**config.mk**
```make
export PLATFORM = sky130hd
export DESIGN_NAME = dircc_processing
export DESIGN_NICKNAME = d
export VERILOG_FILES = /design/src/verilog/dircc_types_pkg.sv /design/src/verilog/dircc_packet_receiver.sv /design/src/verilog/dircc_packet_sender.sv /design/src/verilog/dircc_processing.sv /design/src/verilog/dircc_receive_handler.sv /design/src/verilog/dircc_send_handler.sv /design/src/verilog/dircc_status_register.sv
export VERILOG_INCLUDE_DIRS = /design/src /design/src/verilog
export SDC_FILE = /design/constraint.sdc
export NUM_CORES = 1
export LEC_CHECK = 0
export BUFFER_PORTS_ARGS = -buffer_cell sky130_fd_sc_hd__buf_2
export CELL_PAD_IN_SITES_DETAIL_PLACEMENT = 1
export CELL_PAD_IN_SITES_GLOBAL_PLACEMENT = 2
export CORE_MARGIN = 2
export CORE_UTILIZATION = 40
export DETAILED_ROUTE_END_ITERATION = 10
export HOLD_SLACK_MARGIN = 0.1
export PLACE_DENSITY = 0.87
export REMOVE_ABC_BUFFERS = 1
export SLEW_MARGIN = 15
export SYNTH_ARGS = -nofsm -noshare
export SYNTH_HDL_FRONTEND = slang
export SYNTH_SLANG_ARGS = --single-unit
```
**constraint.sdc**
```tcl
create_clock -name clk -period 5.5 [get_ports clk]
set_clock_uncertainty 0.15 [all_clocks]
set_input_delay 1.1 -clock clk [delete_from_list [all_inputs] [get_ports clk]]
set_output_delay 1.1 -clock clk [all_outputs]
set_load 0.005 [all_outputs]
```
**src/verilog/dircc_config.svh**
```systemverilog
`ifndef DIRCC_CONFIG_SVH
`define DIRCC_CONFIG_SVH

// stream side
`define DIRCC_DATA_WIDTH 32
`define DIRCC_BEATS 3

// device
`define DIRCC_NUM_PORTS 4
`define DIRCC_HW_ADDR_WIDTH 12

// host port
`define DIRCC_MEM_ADDR_WIDTH 2
`define DIRCC_MEM_WIDTH 16

`endif

```
**src/verilog/dircc_types_pkg.sv**
```systemverilog
`default_nettype none
`include "dircc_config.svh"

package dircc_types_pkg;

    typedef logic [`DIRCC_HW_ADDR_WIDTH-1:0] hw_addr_t;
    typedef logic [$clog2(`DIRCC_NUM_PORTS)-1:0] port_t;
    typedef logic [`DIRCC_NUM_PORTS-1:0] port_mask_t;
    typedef logic [`DIRCC_MEM_WIDTH-1:0] accum_t;
    typedef logic [`DIRCC_DATA_WIDTH-1:0] lamport_t;
    typedef logic [`DIRCC_DATA_WIDTH-1:0] beat_t;

    // 16 bit node/device/port address, half a beat
    typedef struct packed {
        hw_addr_t    hw_addr;
        logic [1:0]  sw_addr;
        port_t       port;
    } dircc_address_t;

    typedef struct packed {
        accum_t      accum;
        port_mask_t  pending;   // ready to send, one bit per port
    } device_state_t;

    // msb first on the wire: beat 0 is dest/src, beat 1 lamport, beat 2 data
    typedef struct packed {
        dircc_address_t  dest_addr;
        dircc_address_t  src_addr;
        lamport_t        lamport;
        beat_t           data;
    } packet_t;

endpackage

`default_nettype wire
```
**src/verilog/dircc_packet_receiver.sv**
```systemverilog
`timescale 1ns/100ps
`default_nettype none
`include "dircc_config.svh"

module dircc_packet_receiver (
    input  wire                             clk,
    input  wire                             reset_n,
    input  wire dircc_types_pkg::beat_t     data,
    input  wire                             startofpacket,
    input  wire                             endofpacket,
    input  wire                             valid,
    input  wire                             packet_handled,
    output logic                            ready,
    output dircc_types_pkg::packet_t        packet_data,
    output logic                            receive_done
);

    localparam int count_width = $clog2(`DIRCC_BEATS);
    localparam logic [count_width-1:0] last_beat = count_width'(`DIRCC_BEATS - 1);

    logic [count_width-1:0] beat_count;
    logic in_packet;
    logic hold;
    logic hold_next;
    logic fire;
    logic beat_ok;
    logic last_ok;

    assign fire = valid && ready;

    // sop only on the first beat, eop only on the last
    assign beat_ok = (startofpacket == !in_packet) && (endofpacket == (beat_count == last_beat));
    assign last_ok = fire && beat_ok && (beat_count == last_beat);

    always_comb begin
        hold_next = hold;
        if (packet_handled)
            hold_next = 1'b0;
        else if (last_ok)
            hold_next = 1'b1;   // keep packet until the handler is done
    end

    always_ff @(posedge clk or negedge reset_n) begin
        if (!reset_n) begin
            in_packet    <= 1'b0;
            beat_count   <= '0;
            hold         <= 1'b0;
            ready        <= 1'b0;
            receive_done <= 1'b0;
        end else begin
            hold         <= hold_next;
            ready        <= !hold_next;
            receive_done <= last_ok;
            if (fire) begin
                if (beat_ok && beat_count != last_beat) begin
                    in_packet  <= 1'b1;
                    beat_count <= beat_count + 1'b1;
                end else begin
                    // last beat, stray beat or broken framing
                    in_packet  <= 1'b0;
                    beat_count <= '0;
                end
            end
        end
    end

    always_ff @(posedge clk) begin
        if (fire)
            packet_data <= {packet_data[$bits(packet_data)-`DIRCC_DATA_WIDTH-1:0], data};
    end

endmodule

`default_nettype wire

```
**src/verilog/dircc_packet_sender.sv**
```systemverilog
`timescale 1ns/100ps
`default_nettype none
`include "dircc_config.svh"

module dircc_packet_sender (
    input  wire                             clk,
    input  wire                             reset_n,
    input  wire                             write_packet,
    input  wire dircc_types_pkg::packet_t   packet_data,
    input  wire                             ready,
    output dircc_types_pkg::beat_t          data,
    output logic                            startofpacket,
    output logic                            endofpacket,
    output logic                            valid,
    output logic                            sending
);

    localparam int count_width = $clog2(`DIRCC_BEATS);
    localparam logic [count_width-1:0] last_beat = count_width'(`DIRCC_BEATS - 1);

    logic [count_width-1:0] beat_count;
    logic [`DIRCC_BEATS*`DIRCC_DATA_WIDTH-1:0] shift;
    logic active;
    logic accepted;

    assign accepted = active && ready;

    assign valid         = active;
    assign sending       = active;
    assign data          = shift[$bits(shift)-1 -: `DIRCC_DATA_WIDTH];  // current beat on top
    assign startofpacket = active && (beat_count == '0);
    assign endofpacket   = active && (beat_count == last_beat);

    always_ff @(posedge clk or negedge reset_n) begin
        if (!reset_n) begin
            active     <= 1'b0;
            beat_count <= '0;
        end else if (write_packet) begin
            active     <= 1'b1;
            beat_count <= '0;
        end else if (accepted) begin
            if (beat_count == last_beat) begin
                active     <= 1'b0;
                beat_count <= '0;
            end else begin
                beat_count <= beat_count + 1'b1;
            end
        end
    end

    always_ff @(posedge clk) begin
        if (write_packet)
            shift <= packet_data;
        else if (accepted)
            shift <= shift << `DIRCC_DATA_WIDTH;
    end

endmodule

`default_nettype wire

```
**src/verilog/dircc_processing.sv**
```systemverilog
`timescale 1ns/100ps
`default_nettype none
`include "dircc_config.svh"

module dircc_processing (
    input  wire                             clk,
    input  wire                             reset_n,
    input  wire dircc_types_pkg::hw_addr_t  address,

    input  wire dircc_types_pkg::beat_t     input_data,
    input  wire                             input_startofpacket,
    input  wire                             input_endofpacket,
    input  wire                             input_valid,
    output logic                            input_ready,

    output dircc_types_pkg::beat_t          output_data,
    output logic                            output_startofpacket,
    output logic                            output_endofpacket,
    output logic                            output_valid,
    input  wire                             output_ready,

    input  wire [`DIRCC_MEM_ADDR_WIDTH-1:0] mem_address,
    input  wire                             mem_write,
    input  wire [`DIRCC_MEM_WIDTH-1:0]      mem_writedata,
    output logic [`DIRCC_MEM_WIDTH-1:0]     mem_readdata
);

    import dircc_types_pkg::*;

    packet_t       packet_in;
    packet_t       packet_out;
    logic          receive_done;
    logic          packet_handled;
    logic          write_packet;
    logic          sending;
    lamport_t      lamport;

    device_state_t read_state;
    device_state_t write_state;
    logic          write_state_valid;
    device_state_t rx_state;
    logic          rx_state_valid;
    device_state_t send_state;
    device_state_t send_next_state;
    beat_t         send_payload;
    port_t         send_port;
    logic          send_go;

    dircc_packet_receiver packet_receiver (
        .clk            (clk),
        .reset_n        (reset_n),
        .data           (input_data),
        .startofpacket  (input_startofpacket),
        .endofpacket    (input_endofpacket),
        .valid          (input_valid),
        .packet_handled (packet_handled),
        .ready          (input_ready),
        .packet_data    (packet_in),
        .receive_done   (receive_done)
    );

    dircc_packet_sender packet_sender (
        .clk            (clk),
        .reset_n        (reset_n),
        .write_packet   (write_packet),
        .packet_data    (packet_out),
        .ready          (output_ready),
        .data           (output_data),
        .startofpacket  (output_startofpacket),
        .endofpacket    (output_endofpacket),
        .valid          (output_valid),
        .sending        (sending)
    );

    dircc_status_register status_register (
        .clk                (clk),
        .reset_n            (reset_n),
        .mem_address        (mem_address),
        .mem_write          (mem_write),
        .mem_writedata      (mem_writedata),
        .write_state        (write_state),
        .write_state_valid  (write_state_valid),
        .lamport_low        (lamport[`DIRCC_MEM_WIDTH-1:0]),
        .mem_readdata       (mem_readdata),
        .read_state         (read_state)
    );

    dircc_receive_handler receive_handler (
        .clk                (clk),
        .reset_n            (reset_n),
        .packet_in          (packet_in),
        .receive_done       (receive_done),
        .read_state         (read_state),
        .write_state        (rx_state),
        .write_state_valid  (rx_state_valid),
        .packet_handled     (packet_handled)
    );

    dircc_send_handler send_handler (
        .read_state (read_state),
        .port_index (send_port),
        .payload    (send_payload),
        .next_state (send_next_state)
    );

    // highest pending port wins
    always_comb begin
        send_port = '0;
        for (int i = 0; i < `DIRCC_NUM_PORTS; i++) begin
            if (read_state.pending[i])
                send_port = port_t'(i);
        end
    end

    // receive first, one send in flight at a time
    assign send_go = !receive_done && (|read_state.pending) && !sending && !write_packet;

    // send write is registered alongside write_packet, never overlaps a receive write
    assign write_state       = rx_state_valid ? rx_state : send_state;
    assign write_state_valid = rx_state_valid || write_packet;

    always_ff @(posedge clk or negedge reset_n) begin
        if (!reset_n) begin
            lamport      <= '0;
            write_packet <= 1'b0;
        end else begin
            write_packet <= send_go;
            if (receive_done)
                lamport <= ((lamport > packet_in.lamport) ? lamport : packet_in.lamport) + 1'b1;
            else if (send_go)
                lamport <= lamport + 1'b1;
        end
    end

    always_ff @(posedge clk) begin
        if (send_go) begin
            packet_out.dest_addr <= '{
                hw_addr: hw_addr_t'(address + hw_addr_t'(send_port) + 1'b1),
                sw_addr: '0,
                port:    '0
            };
            packet_out.src_addr <= '{
                hw_addr: address,
                sw_addr: '0,
                port:    send_port
            };
            packet_out.lamport <= lamport + 1'b1;  // stamped with the new time
            packet_out.data    <= send_payload;
            send_state         <= send_next_state;
        end
    end

endmodule

`default_nettype wire

```
**src/verilog/dircc_receive_handler.sv**
```systemverilog
`timescale 1ns/100ps
`default_nettype none
`include "dircc_config.svh"

module dircc_receive_handler (
    input  wire                                     clk,
    input  wire                                     reset_n,
    input  wire dircc_types_pkg::packet_t           packet_in,
    input  wire                                     receive_done,
    input  wire dircc_types_pkg::device_state_t     read_state,
    output dircc_types_pkg::device_state_t          write_state,
    output logic                                    write_state_valid,
    output logic                                    packet_handled
);

    import dircc_types_pkg::*;

    device_state_t next_state;
    port_t         mark_port;

    // payload bits above the accum field name the port to mark
    assign mark_port = port_t'(packet_in.data[`DIRCC_MEM_WIDTH +: $bits(port_t)]);

    always_comb begin
        next_state         = read_state;
        next_state.accum   = read_state.accum + accum_t'(packet_in.data);   // wraps
        next_state.pending[mark_port] = 1'b1;
    end

    always_ff @(posedge clk or negedge reset_n) begin
        if (!reset_n)
            write_state_valid <= 1'b0;
        else
            write_state_valid <= receive_done;
    end

    always_ff @(posedge clk) begin
        if (receive_done)
            write_state <= next_state;
    end

    assign packet_handled = write_state_valid;  // single cycle handler

endmodule

`default_nettype wire

```
**src/verilog/dircc_send_handler.sv**
```systemverilog
`timescale 1ns/100ps
`default_nettype none
`include "dircc_config.svh"

module dircc_send_handler (
    input  wire dircc_types_pkg::device_state_t     read_state,
    input  wire dircc_types_pkg::port_t             port_index,
    output dircc_types_pkg::beat_t                  payload,
    output dircc_types_pkg::device_state_t          next_state
);

    import dircc_types_pkg::*;

    // every port carries the same value, the running sum
    assign payload = beat_t'(read_state.accum);

    always_comb begin
        next_state = read_state;
        next_state.pending[port_index] = 1'b0;  // this port has sent
    end

endmodule

`default_nettype wire

```
**src/verilog/dircc_status_register.sv**
```systemverilog
`timescale 1ns/100ps
`default_nettype none
`include "dircc_config.svh"

module dircc_status_register (
    input  wire                                     clk,
    input  wire                                     reset_n,
    input  wire [`DIRCC_MEM_ADDR_WIDTH-1:0]         mem_address,
    input  wire                                     mem_write,
    input  wire [`DIRCC_MEM_WIDTH-1:0]              mem_writedata,
    input  wire dircc_types_pkg::device_state_t     write_state,
    input  wire                                     write_state_valid,
    input  wire [`DIRCC_MEM_WIDTH-1:0]              lamport_low,
    output logic [`DIRCC_MEM_WIDTH-1:0]             mem_readdata,
    output dircc_types_pkg::device_state_t          read_state
);

    import dircc_types_pkg::*;

    localparam logic [`DIRCC_MEM_ADDR_WIDTH-1:0] reg_accum   = 0;
    localparam logic [`DIRCC_MEM_ADDR_WIDTH-1:0] reg_pending = 1;
    localparam logic [`DIRCC_MEM_ADDR_WIDTH-1:0] reg_lamport = 2;

    device_state_t state;
    device_state_t state_next;

    // handlers see a write in flight, so back to back updates chain
    assign read_state = write_state_valid ? write_state : state;

    always_comb begin
        state_next = state;
        if (write_state_valid)
            state_next = write_state;
        if (mem_write) begin    // host wins
            case (mem_address)
                reg_accum:   state_next.accum   = accum_t'(mem_writedata);
                reg_pending: state_next.pending = mem_writedata[`DIRCC_NUM_PORTS-1:0];
                default: ;
            endcase
        end
    end

    always_ff @(posedge clk or negedge reset_n) begin
        if (!reset_n)
            state <= '0;
        else
            state <= state_next;
    end

    always_ff @(posedge clk) begin
        case (mem_address)
            reg_accum:   mem_readdata <= state.accum;
            reg_pending: mem_readdata <= `DIRCC_MEM_WIDTH'(state.pending);
            reg_lamport: mem_readdata <= lamport_low;
            default:     mem_readdata <= '0;
        endcase
    end

endmodule

`default_nettype wire

```
### Word-level counts from Yosys, hierarchy flattened

Cells that the tools add are included.

| word-level totals | value |
|---|---|
| register bits | 321 |
| input bits | 69 |
| output and inout bits | 52 |
| logic and storage cells | 101 |

| operators by class | value |
|---|---|
| add/subtract/negate cells | 7 |
| order comparisons | 5 |
| equality and inequality tests | 7 |
| muxes and demuxes | 28 |
| bitwise operators | 3 |
| reductions and logical operators | 26 |

Operator list:

| kind | count |
|---|---|
| two-way mux 96 bit | 2 |
| two-way mux 32 bit | 3 |
| adder 32 x 1 -> 32 bit (second input constant) | 2 |
| two-way mux 20 bit | 3 |
| case mux 16 bit (3 select lines) | 1 |
| > comparator 32 bit | 1 |
| adder 16 bit | 1 |
| two-way mux 16 bit | 1 |
| logical AND 1 bit | 13 |
| adder 12 x 1 -> 12 bit (second input constant) | 1 |
| adder 12 x 2 -> 12 bit | 1 |
| two-way mux 2 bit | 6 |
| two-way mux 1 bit | 9 |
| equality test 2 bit (second input constant) | 3 |
| < comparator 2 x 3 -> 1 bit (second input constant) | 2 |
| nonzero test 2 bit | 3 |
| logical NOT 1 bit | 5 |
| adder 2 x 1 -> 2 bit (second input constant) | 2 |
| AND 4 bit | 1 |
| demux 1 bit (select 2 bit) | 2 |
| >= comparator 2 x 1 -> 1 bit (second input constant) | 2 |
| logical NOT 2 bit | 2 |
| two-way mux 4 bit | 1 |
| inverter 4 bit | 1 |
| other kinds (7) | 8 |

### Longest topological paths before layout

Gate-level depths: netlist of run 1.

| depth | value |
|---|---|
| depth after elaboration | 11 |
| depth in mapped cells | 21 |
| mapped depth without buffers | 18 |

### Cells and area by module

Synthesis of run 1 repeated with hierarchy kept, for this count alone.

| unflattened totals | value |
|---|---|
| cell total of the unflattened synthesis | 1363 |
| area total of the unflattened synthesis | 18951.9 um^2 |

By module, submodules not included:

| module | instances | cells an instance | area each (um^2) | sequential area each (um^2) |
|---|---|---|---|---|
| dircc_processing | 1 | 693 | 7788.7 | 4129.0 |
| dircc_packet_sender | 1 | 250 | 4613.2 | 2957.8 |
| dircc_packet_receiver | 1 | 120 | 3143.0 | 3032.9 |
| dircc_status_register | 1 | 118 | 1596.5 | 820.8 |
| dircc_receive_handler | 1 | 128 | 1412.6 | 625.6 |
| dircc_send_handler | 1 | 54 | 397.9 | 0.0 |

### Worst setup path after synthesis of run 1

Ideal clock, no wire load.

| timing | value |
|---|---|
| kind | register to register |
| start | register packet_receiver.receive_done |
| end | register lamport[11] |
| setup time | 73 ps |
| arrival | 4292 ps |
| data required time | 5277 ps |
| path slack | 985 ps |
| stages on the path, launching flop included | 9 |
| path buffers | 1 |
| clock period less this slack | 4515 ps |
| cells stage by stage | dfrtp_1 nor3_1 o41ai_4 inv_2 clkbuf_1 nand2_1 a2bb2oi_2 o22ai_1 a21oi_2 |

| between the ends | value |
|---|---|
| cells in the longest elaborated chain, start to end | 5 |
| elaborated cells between the ends (all ways) | 6 |
| classes of those cells | 1 x mux; 5 x reduce/logical |

Ends and longest elaborated chain:

| element | RTL line | source |
|---|---|---|
| start: declaration | dircc_packet_receiver.sv:15 | `output logic receive_done` |
| start signal: assignment | dircc_packet_receiver.sv:53 | `receive_done <= last_ok;` |
| logical NOT 1 bit | dircc_processing.sv:116 | `assign send_go = !receive_done && (\|read_state.pending) && !sending && !write_packet;` |
| logical AND 1 bit (3 in a row) | dircc_processing.sv:116 |  |
| net send_go | dircc_processing.sv:47 | `logic send_go;` |
| nonzero test 2 bit (no source line) | -- |  |
| end signal: assignment | dircc_processing.sv:129 | `lamport <= ((lamport > packet_in.lamport) ? lamport : packet_in.lamport) + 1'b1;` |
| end signal: assignment | dircc_processing.sv:131 | `lamport <= lamport + 1'b1;` |
| end: declaration | dircc_processing.sv:36 | `lamport_t lamport;` |

The timed path passes the listed nets, and every way through them passes these cells.
A chain may end at the register's enable or synchronous reset.

### Worst setup path in the final report of run 1

| timing | value |
|---|---|
| start | register packet_receiver.packet_data[50] in the netlist's numbering |
| end | register lamport[30] |

| between the ends | value |
|---|---|
| cells in the longest elaborated chain, start to end | 4 |

Ends and longest elaborated chain:

| element | RTL line | source |
|---|---|---|
| start: declaration | dircc_packet_receiver.sv:14 | `output dircc_types_pkg::packet_t packet_data,` |
| start signal: assignment | dircc_packet_receiver.sv:69 | `` packet_data <= {packet_data[$bits(packet_data)-`DIRCC_DATA_WIDTH-1:0], data}; `` |
| > comparator 32 bit | dircc_processing.sv:129 |  |
| two-way mux 32 bit (*) | dircc_processing.sv:129 |  |
| adder 32 x 1 -> 32 bit (*) | dircc_processing.sv:129 |  |
| two-way mux 32 bit (*) | dircc_processing.sv:128 | `if (receive_done)` |

Every way passes the cells marked *; elsewhere a longest branch is shown, timed or not.

==> results.yml, run 1 <==
floorplanning:
  fp.coreArea_sq_mm: 0.0389
  start_util_pct: 40.8
  dieArea_sq_mm: 0.0413
  core.rowCount: 72
  die_h_um: 203
  io_pins: 121
  die_x_um: 203
synth:
  synth_xor_area_share_pct: 4.36
  synth_cell_types: 99
  ys_seq_area_share_pct: 57.7
  synth-edff-count: 242
  yosys_warnings: 0
  ys_seq_elements: 321
  synth-main-ff-cell: "edfxtp_1"
  synthMuxAreaShare_pct: 5.95
  synth_fa_ha_area_share_pct: 4.35
  yosys.area_share.simple_pct: 12.4
  synth.area.top_cells: "edfxtp_1 46%, dfrtp_1 9.9%, mux2_2 4.3%"
  synth_most_common_cell: "edfxtp_1"
  synth_cells: 1298
  synthTopCellsByCount: "242 x edfxtp_1, 95 x nand2_1, 68 x a21oi_1, 68 x nor2_1, 63 x dfrtp_1"
  syn_avg_cell_area_sq_um: 12.2
  ys_async_sr_fraction_pct: 19.6
  synthesis.area_sq_mm: 0.0159
  netlist.area_leader.share_pct: 45.8
  synth_compound_area_share_pct: 10.3
  yosysTopAreaCell: "edfxtp_1"
  synth_top_family_by_area: "simple AND/OR/NAND/NOR gates"
detailed_routing:
  viasPerCell: 5.38
  wirelength_um: 41200
  drt-initial-drc-count: 600
  wl_per_cell_um: 21.3
  ant_nets: 0
  first_pass_iters: 5
  vias: 10400
  drcViolationCount: 0
clock_network:
  path_clk_slew_ns: 0.06
  postCtsHoldBufs: 0
  clock_sinks: 321
  postCtsSetupBuffers: 0
  numCtsBuffers: 37
  clockRootBuffer: "clkbuf_16"
  htreeDepth: 2
  clock_path_buffers: 3
  cts_tree: "built"
  post_cts_resized: 0
  clk_latency_ns: 0.55
place:
  place_congestion: 0.887
  io_buffers: 120
  dp_slack_ns: 0.728
  dp_hpwl_um: 30200
  place_area_sq_mm: 0.0168
setup_path:
  startpoint_type: "register"
  crit_start: "packet_receiver.packet_data[50]"
  cp_max_fo: 9
  worstReg2RegStart: "packet_receiver.packet_data[50]"
  path_depth: 17
  crit_path_end_kind: "register"
  cp.arrival_ns: 5.10
  reg2reg_depth: 17
  critPathBufInv: 1
  max_stage_delay_ns: 0.65
  worstSetupPathType: "reg2reg"
  critPathTopFamily: "simple AND/OR/NAND/NOR gates"
  required_ns: 5.80
  path_cells: "inv_1, ha_1, and4_1, and4bb_4, a211oi_2, a22o_1, nor2_8, o21ai_1, ha_1, and4_1, nand4_1, nor3_2, nand2_1, nor2_1, a21o_1, a221oi_1, a221oi_1"
  r2r-end: "lamport[30]"
  reg2reg_slack_ns: 0.69
  crit_slowest_cell: "a22o_1"
layout:
  final_area_sq_mm: 0.0180
  area_growth_pct: 13.6
  num_antenna_cells: 0
  finish.utilization_pct: 46.3
  nets: 1511
  drive_above_1_share_pct: 22.2
timing:
  maxSlewViolCount: 0
  relSlewSlack_pct: 36.9
  worst_slack_ns: 0.694
  finalSetupTns_ns: 0
  finalCritPeriodShare_pct: 87.4
  rsz0062_at_grt: "no"
  tightest_slew_ns: 0.946
  hold_ws_ns: 0.263
  hold_viol: 0
  max_freq_mhz: 208
  finalSetupViolations: 0
  fin_crit_ns: 4.81
global_route:
  gr-usage-all-layers_pct: 20.3
  grt_pass1_wl_um: 64300
  grt_pass1_vias: 10900
  grt_max_degree: 67
  antenna_found_initial: 2
  overflow: 0
status:
  outcome: "finished clean"
run:
  max_cap_violations: 0
worst_hold_path:
  holdPathStages: 0
  worstHoldStart: "packet_receiver.packet_data[19]"
  min_path_type: "reg2reg"
  worstHoldEndpoint: "packet_receiver.packet_data[51]"
power_and_ir_drop:
  p_leak_nw: 7.01
  ir_drop_v: 0.000304
  p_per_area_mw_per_mm2: 533
[layer usage]
metal / up-vias / GRT usage [%] / routed length, um
met2: 259 / 32.3 / 18800
met3: 53 / 3.58 / 1970
met1: 5193 / 28.8 / 19500
met5: - / 0 / 0
li1: 4911 / - / -
met4: 0 / 5.37 / 834
[cell families (layout without fill, tap and decap cells)]
family                     Yosys count  in the layout
and+or+nand+nor                    367            367
DFF                                321            321
muxes                               86             86
xor gates and xnor gates            79             79
other                                1              1
AOI/OAI and AO/OA                  235            235
adders and majority gates           54             54
buffers and inverters              155            274
[sequential cells by signal, summed over array words and instances (netlist names)]
name / count
lamport: 32
packet_out: 74
packet_receiver.beat_count: 2
packet_receiver.hold: 1
packet_receiver.in_packet: 1
packet_receiver.packet_data: 64
packet_receiver.ready: 1
packet_receiver.receive_done: 1
packet_sender.beat_count: 2
packet_sender.sending: 1
packet_sender.shift: 80
receive_handler.packet_handled: 1
receive_handler.write_state: 20
send_state: 4
status_register.mem_readdata: 16
status_register.state: 20
write_packet: 1
[stage by stage]
| stage | cells | total power (W) |
|---|---|---|
| 2_1_floorplan | 1207 | 0.00603 |
| 3_3_place_gp | 1867 | 0.00698 |
| 3_5_place_dp | 1867 | 0.00715 |
| 4_1_cts | 1935 | 0.00971 |
| 5_1_grt | 1935 | 0.0102 |
| 6_report | 1935 | 0.00961 |
[placed cells by master (no fill, tap or decap), drive strengths merged, types with 18 or more instances in the layout]
master / count
mux2: 61
dfrtp: 63
a21oi: 71
xor2: 18
xnor2: 61
ha: 52
o21ai: 65
nand4: 22
nand3: 39
buf: 142
clkbuf: 50
nor2: 70
edfxtp: 242
and2: 39
nand2: 98
nor3: 28
inv: 65
mux2i: 25
[worst reg2reg max path, delay by kind of cell (launching register included)]
| kind | cells | cell delay (ns) |
|---|---|---|
| flip-flops | 1 | 0.47 |
| adder cells (fa/ha/maj) | 2 | 0.56 |
| buffers and inverters | 1 | 0.17 |
| AO/OA/AOI/OAI | 6 | 1.60 |
| AND/OR/NAND/NOR | 8 | 1.77 |
[layout make-up]
class                           instances  area, sq um
Fill cell                            4118        20900
Sequential cell                       321         9170
Multi-Input combinational cell        822         5960
Clock buffer                           50         1070
Timing Repair Buffer                  142          766
Tap cell                              518          648
Inverter                               64          241
Clock inverter                         18          185
[where the power goes]
group          internal (W)  total [W]  switching [W]
clock network       0.00151    0.00252        0.00101
logic               0.00117    0.00287        0.00169
registers           0.00374    0.00422       0.000482
[worst max-delay path by stage]
stage                                      endpoint  slack [ns]
floorplan           receive_handler.write_state[19]        0.29
CTS                                     lamport[30]        0.73
global placement                        lamport[30]        0.83
detailed placement                      lamport[30]        0.73
global route                            lamport[30]        0.38
finish                                  lamport[30]        0.69
Power figures use the tool's default switching activity.
==> inputs of run 2 (changes only) <==
--- a/config.mk
+++ b/config.mk
@@ -6,14 +6,15 @@
 export SDC_FILE = /design/constraint.sdc
 export NUM_CORES = 1
 export LEC_CHECK = 0
+export ABC_AREA = 1
 export BUFFER_PORTS_ARGS = -buffer_cell sky130_fd_sc_hd__buf_2
 export CELL_PAD_IN_SITES_DETAIL_PLACEMENT = 1
 export CELL_PAD_IN_SITES_GLOBAL_PLACEMENT = 2
 export CORE_MARGIN = 2
-export CORE_UTILIZATION = 40
+export CORE_UTILIZATION = 39
 export DETAILED_ROUTE_END_ITERATION = 10
 export HOLD_SLACK_MARGIN = 0.1
-export PLACE_DENSITY = 0.87
+export PLACE_DENSITY_LB_ADDON = 0.1
 export REMOVE_ABC_BUFFERS = 1
 export SLEW_MARGIN = 15
 export SYNTH_ARGS = -nofsm -noshare
==> results.yml, run 2 <==
status:
  outcome: "finished clean"
setup_path:
  path_cells: "nor2_2, inv_2, nor2_1, nor3_1, inv_1, ha_1, nand2_1, nor2_1, a211oi_1, o21bai_1, a21oi_1, o21ai_0, a21oi_1, nor2_1, nor2_1, xor2_1"
  crit_path_end_kind: "register"
  worstSetupPathType: "reg2reg"
  cp_common_cell: "nor2_1"
  cp.arrival_ns: 4.46
  required_ns: 5.65
  crit_slowest_cell: "dfrtp_2"
  startpoint_type: "register"
  max_stage_delay_ns: 0.81
  reg2reg_slack_ns: 1.19
  cp_max_fo: 28
timing:
  max_freq_mhz: 232
  hold_viol: 0
  finalCritPeriodShare_pct: 78.4
  finalSetupViolations: 0
  finalSetupTns_ns: 0
  hold_ws_ns: 0.269
  maxSlewViolCount: 0
  fin_crit_ns: 4.31
  relSlewSlack_pct: 35.7
  tightest_slew_ns: 0.965
  rsz0062_at_grt: "no"
synth:
  synth_xor_area_share_pct: 3.24
  syn_avg_cell_area_sq_um: 9.76
  synth.area.top_cells: "edfxtp_1 46%, nand2_1 11%, dfrtp_1 9.9%"
  synth-main-ff-cell: "edfxtp_1"
  synthMuxAreaShare_pct: 0.991
  synth_fa_ha_area_share_pct: 4.34
  ys_async_sr_fraction_pct: 19.6
  synthTopCellsByCount: "470 x nand2_1, 242 x edfxtp_1, 214 x inv_1"
  ys_seq_elements: 321
  yosys.area_share.simple_pct: 19.9
  yosys_warnings: 0
  netlist.area_leader.share_pct: 45.7
  ys_seq_area_share_pct: 57.6
  synthesis.area_sq_mm: 0.0159
  synth_top_family_by_area: "simple AND/OR/NAND/NOR gates"
  synth_most_common_cell: "nand2_1"
  synth-edff-count: 242
  synth_cell_types: 50
  synth_compound_area_share_pct: 5.83
  synth_cells: 1630
  yosysTopAreaCell: "edfxtp_1"
layout:
  final_common_cell: "nand2_1"
  largest_register_ffs: 80
  num_antenna_cells: 0
  largestRegisters: "packet_sender.shift (80), packet_out (74), packet_receiver.packet_data (64)"
  finish.utilization_pct: 44.8
  top_register: "packet_sender.shift"
  final_cell_mix: "469 x nand2_1, 242 x edfxtp_1, 213 x inv_1, 120 x buf_2, 93 x nor2_1"
  nets: 1850
  area_growth_pct: 12.8
  drive_above_1_share_pct: 15.4
clock_network:
  clk_latency_ns: 0.55
  path_clk_slew_ns: 0.06
  post_cts_resized: 0
  clockRootBuffer: "clkbuf_16"
  postCtsHoldBufs: 0
  cts_tree: "built"
  clock_sinks: 321
  htreeDepth: 2
  postCtsSetupBuffers: 0
  clock_path_buffers: 3
  numCtsBuffers: 37
floorplanning:
  io_pins: 121
  start_util_pct: 39.8
  fp.coreArea_sq_mm: 0.0400
  dieArea_sq_mm: 0.0424
  die_h_um: 206
  die_x_um: 206
  core.rowCount: 73
global_route:
  grt_max_degree: 67
  antenna_found_initial: 0
  grt_pass1_wl_um: 67500
  gr-usage-all-layers_pct: 21.1
  overflow: 0
  grt_pass1_vias: 11600
detailed_routing:
  drt-initial-drc-count: 566
  ant_nets: 0
  first_pass_iters: 4
  wl_per_cell_um: 19.0
  viasPerCell: 4.93
  drcViolationCount: 0
  vias: 11200
  wirelength_um: 43300
power_and_ir_drop:
  swShare_pct: 36.4
  p_clk_share_pct: 24.3
  ir_drop_v: 0.000250
  p_leak_nw: 8.03
  internal-power_w: 0.00612
  power.switching_w: 0.00350
  pwr-share-comb_pct: 32.3
  sequentialPowerShare_pct: 43.4
  p_per_area_mw_per_mm2: 536
run:
  max_cap_violations: 0
place:
  io_buffers: 120
  place_congestion: 0.852
  dp_hpwl_um: 32200
worst_hold_path:
  min_path_type: "reg2reg"
==> run 2: changes by cell type after synthesis, moves of 36 or more <==
| cell | previous run | this run |
|---|---|---|
| nand2_1 | 95 | 470 |
| inv_1 | 62 | 214 |
| mux2_2 | 61 | 14 |
| xnor2_1 | 61 | 14 |
| nand3_1 | 39 | 77 |
| and2_1 | 38 | 2 |
==> run 2: worst paths after layout <==
check	startpoint	end	depth (start not counted)
worst max-delay path	write_packet	receive_handler.write_state[19]	16
worst min-delay path	packet_receiver.packet_data[20]	packet_receiver.packet_data[52]	0
worst max register to register	write_packet	receive_handler.write_state[19]	16
worst min register to register	packet_receiver.packet_data[20]	packet_receiver.packet_data[52]	0
max in group asynchronous	reset_n	lamport[25]	2
min in group asynchronous	reset_n	packet_sender.beat_count[1]	1
==> run 2: logic make-up (layout without fill, tap and decap cells) <==
family / count (synthesis) / in the layout
and+or+nand+nor: 739 / 739
DFF: 321 / 321
xor gates and xnor gates: 58 / 58
other: 1 / 1
AOI/OAI and AO/OA: 152 / 152
adders and majority gates: 54 / 54
buffers and inverters: 291 / 417
muxes: 14 / 14
==> run 2: power by group through the flow <==
stage                     sequential, W  clock, W  combinational [W]
after detailed placement        0.00422         0            0.00313
after global placement          0.00420         0            0.00305
after global routing            0.00425   0.00251            0.00353
after CTS                       0.00418   0.00241            0.00316
after floorplan                 0.00415         0            0.00199
final                           0.00417   0.00234            0.00311
==> run 2: layout make-up <==
class	instances	area, sq um
inverter	218	820
clock buffer	48	997
tap	525	657
fill	4572	22100
clock inverter	20	146
sequential	321	9170
timing repair buffer	131	683
multi-input combinational	1018	5460
==> run 2: critical path, delay by kind of cell, from the launching register on <==
kind	cells	cell delay (ns)
XOR/XNOR	1	0.08
AO/OA/AOI/OAI	5	1.38
flip-flops	1	0.81
AND/OR/NAND/NOR	7	0.84
adder cells (fa/ha/maj)	1	0.29
buffers and inverters	2	0.49
==> run 2: metal layers <==
metal | vias up | routed length [um] | part of all wire [%] | track usage, %
li1 | 5532 | - | - | -
met1 | 5482 | 21500 | 50 | 30.7
met2 | 192 | 19500 | 45 | 33.5
met3 | 43 | 1720 | 4.0 | 3.28
met4 | 0 | 612 | 1.4 | 4.18
met5 | - | 0 | 0 | 0
==> run 2: through the flow <==
stage	cells	cell area, sq um	power, W	worst slack (ns)
6_report	2281	17900	0.00962	1.19
5_1_grt	2281	17900	0.0103	0.761
4_1_cts	2281	17900	0.00974	1.16
3_5_place_dp	2213	16800	0.00735	1.17
3_3_place_gp	2213	16800	0.00725	1.27
2_1_floorplan	1557	15400	0.00614	0.688
==> inputs of run 3 (changes only) <==
--- a/config.mk
+++ b/config.mk
@@ -11,7 +11,7 @@
 export CELL_PAD_IN_SITES_DETAIL_PLACEMENT = 1
 export CELL_PAD_IN_SITES_GLOBAL_PLACEMENT = 2
 export CORE_MARGIN = 2
-export CORE_UTILIZATION = 39
+export CORE_UTILIZATION = 35
 export DETAILED_ROUTE_END_ITERATION = 10
 export HOLD_SLACK_MARGIN = 0.1
 export PLACE_DENSITY_LB_ADDON = 0.1
==> constraint.sdc (replaced) <==
create_clock -name clk -period 3.87 [get_ports clk]
set_clock_uncertainty 0.15 [all_clocks]
set_input_delay 0.774 -clock clk [delete_from_list [all_inputs] [get_ports clk]]
set_output_delay 0.774 -clock clk [all_outputs]
set_load 0.005 [all_outputs]
==> results.yml, run 3 (synthesis results as in run 2) <==
layout:
  fillers: 5175
  final_cells: 2396
  final_common_cell: "nand2_1"
  top_register: "packet_sender.shift"
  area_growth_pct: 15.4
  largest_register_ffs: 80
  final_area_sq_mm: 0.0184
  num_antenna_cells: 0
  nets: 1891
  largestRegisters: "packet_sender.shift (80), packet_out (74), packet_receiver.packet_data (64)"
  drive_above_1_share_pct: 17.4
  final_cell_mix: "469 x nand2_1, 242 x edfxtp_1, 213 x inv_1, 119 x buf_2, 93 x nor2_1"
floorplanning:
  fp.coreArea_sq_mm: 0.0451
  dieArea_sq_mm: 0.0472
  io_pins: 121
  core.rowCount: 78
  die_h_um: 217
  start_util_pct: 35.3
  die_x_um: 217
global_route:
  gr-usage-all-layers_pct: 19.6
  antenna_found_initial: 1
  grt_pass1_wl_um: 70000
  overflow: 0
  grt_max_degree: 83
  grt_pass1_vias: 11900
place:
  place_congestion: 0.835
  dp_hpwl_um: 34300
  io_buffers: 120
  dp.cells: 2327
  place_area_sq_mm: 0.0172
detailed_routing:
  wirelength_um: 45100
  wl_per_cell_um: 18.8
  viasPerCell: 4.71
  vias: 11300
  drt-initial-drc-count: 573
  ant_nets: 0
  drcViolationCount: 0
  first_pass_iters: 5
timing:
  finalCritPeriodShare_pct: 91.0
  finalSetupViolations: 0
  finalSetupTns_ns: 0
  tightest_slew_ns: 1.08
  hold_viol: 0
  relSlewSlack_pct: 28.1
  fin_crit_ns: 3.52
  max_freq_mhz: 284
  rsz0062_at_grt: "no"
  maxSlewViolCount: 0
setup_path:
  crit_start: "lamport[31]"
  worstSetupPathType: "reg2reg"
  worstReg2RegStart: "lamport[31]"
  crit_path_end_kind: "register"
  required_ns: 4.16
  startpoint_type: "register"
  reg2reg_slack_ns: 0.35
  cp.arrival_ns: 3.81
  cp_max_fo: 30
run:
  max_cap_violations: 0
clock_network:
  numCtsBuffers: 38
  cts_tree: "built"
  clockRootBuffer: "clkbuf_16"
  clk_latency_ns: 0.56
  postCtsSetupBuffers: 0
  clock_sinks: 321
  clock_path_buffers: 3
  htreeDepth: 2
  path_clk_slew_ns: 0.06
power_and_ir_drop:
  swShare_pct: 36.3
  ir_drop_v: 0.000404
  p_per_area_mw_per_mm2: 753
  pwr-share-comb_pct: 33.9
  design_power_total_w: 0.0138
  sequentialPowerShare_pct: 42.2
  p_clk_share_pct: 23.9
  internal-power_w: 0.00880
  power.switching_w: 0.00501
  p_leak_nw: 8.24
worst_hold_path:
  min_path_type: "in2reg"
  worstHoldStart: "input_data[2]"
status:
  outcome: "finished clean"
## run 3: worst paths after layout
check                                             endpoint  cells past startpoint
min reg2reg                packet_receiver.packet_data[57]                      0
max in group asynchronous        status_register.state[17]                      3
max                                            lamport[28]                     20
min in group asynchronous                      lamport[18]                      2
min                         packet_receiver.packet_data[2]                      1
max reg2reg                                    lamport[28]                     20
## run 3: cell type report
type	instances	area, sq um	share of cell area [%]
multi-input combinational	1018	5480	29.9
clock inverter	16	103	0.559
sequential	321	9170	49.9
inverter	218	820	4.46
tap	600	751	4.09
clock buffer	52	1020	5.58
timing repair buffer	171	1010	5.52
## run 3: what timing repair did
action / in CTS / in global routing
gates resized for setup: 0 / 4
hold endpoints to repair: 24 / 0
hold buffers: 1 / 0
setup endpoints to repair: 0 / 4
## run 3: routing by layer
layer | vias up | share of wire (%) | GRT usage (%)
met5 | - | 0 | 0
li1 | 5599 | - | -
met1 | 5454 | 51 | 28.6
met4 | 0 | 1.7 | 4.36
met3 | 46 | 4.1 | 3.30
met2 | 196 | 43 | 30.4
## run 3: power by group through the flow
stage / clock [W] / sequential (W) / combinational [W]
finish: 0.00330 / 0.00583 / 0.00468
global route: 0.00356 / 0.00595 / 0.00533
CTS: 0.00342 / 0.00585 / 0.00476
detailed placement: 0 / 0.00591 / 0.00473
global placement: 0 / 0.00588 / 0.00466
floorplan: 0 / 0.00590 / 0.00283
## run 3: through the flow
step | worst slack [ns] | hold WS, ns | utilization [%]
2_1_floorplan | -0.942 | 0.250 | -
3_5_place_dp | 0.214 | 0.256 | 38.2
6_report | 0.347 | 0.245 | 40.7
3_3_place_gp | 0.328 | 0.254 | 38.2
4_1_cts | 0.199 | 0.211 | 40.7
5_1_grt | 0.00148 | 0.217 | 40.7
## run 3: worst max-delay path: stages, from the launching register on
cell and delay [ns]:
dfrtp_1 0.46, ha_1 0.33, nand2_1 0.08, nor2_2 0.13, nand2_1 0.11, nor2_2 0.19
nand2_2 0.09, nand2_4 0.07, buf_4 0.32, nand3_1 0.11, nand2_1 0.12, ha_1 0.20
nand2_1 0.13, nor2_4 0.18, nand2_2 0.14, nor2_1 0.24, nand2_1 0.09, nand2_1 0.06
nand3_1 0.06, nand2_1 0.09, nand2_1 0.05
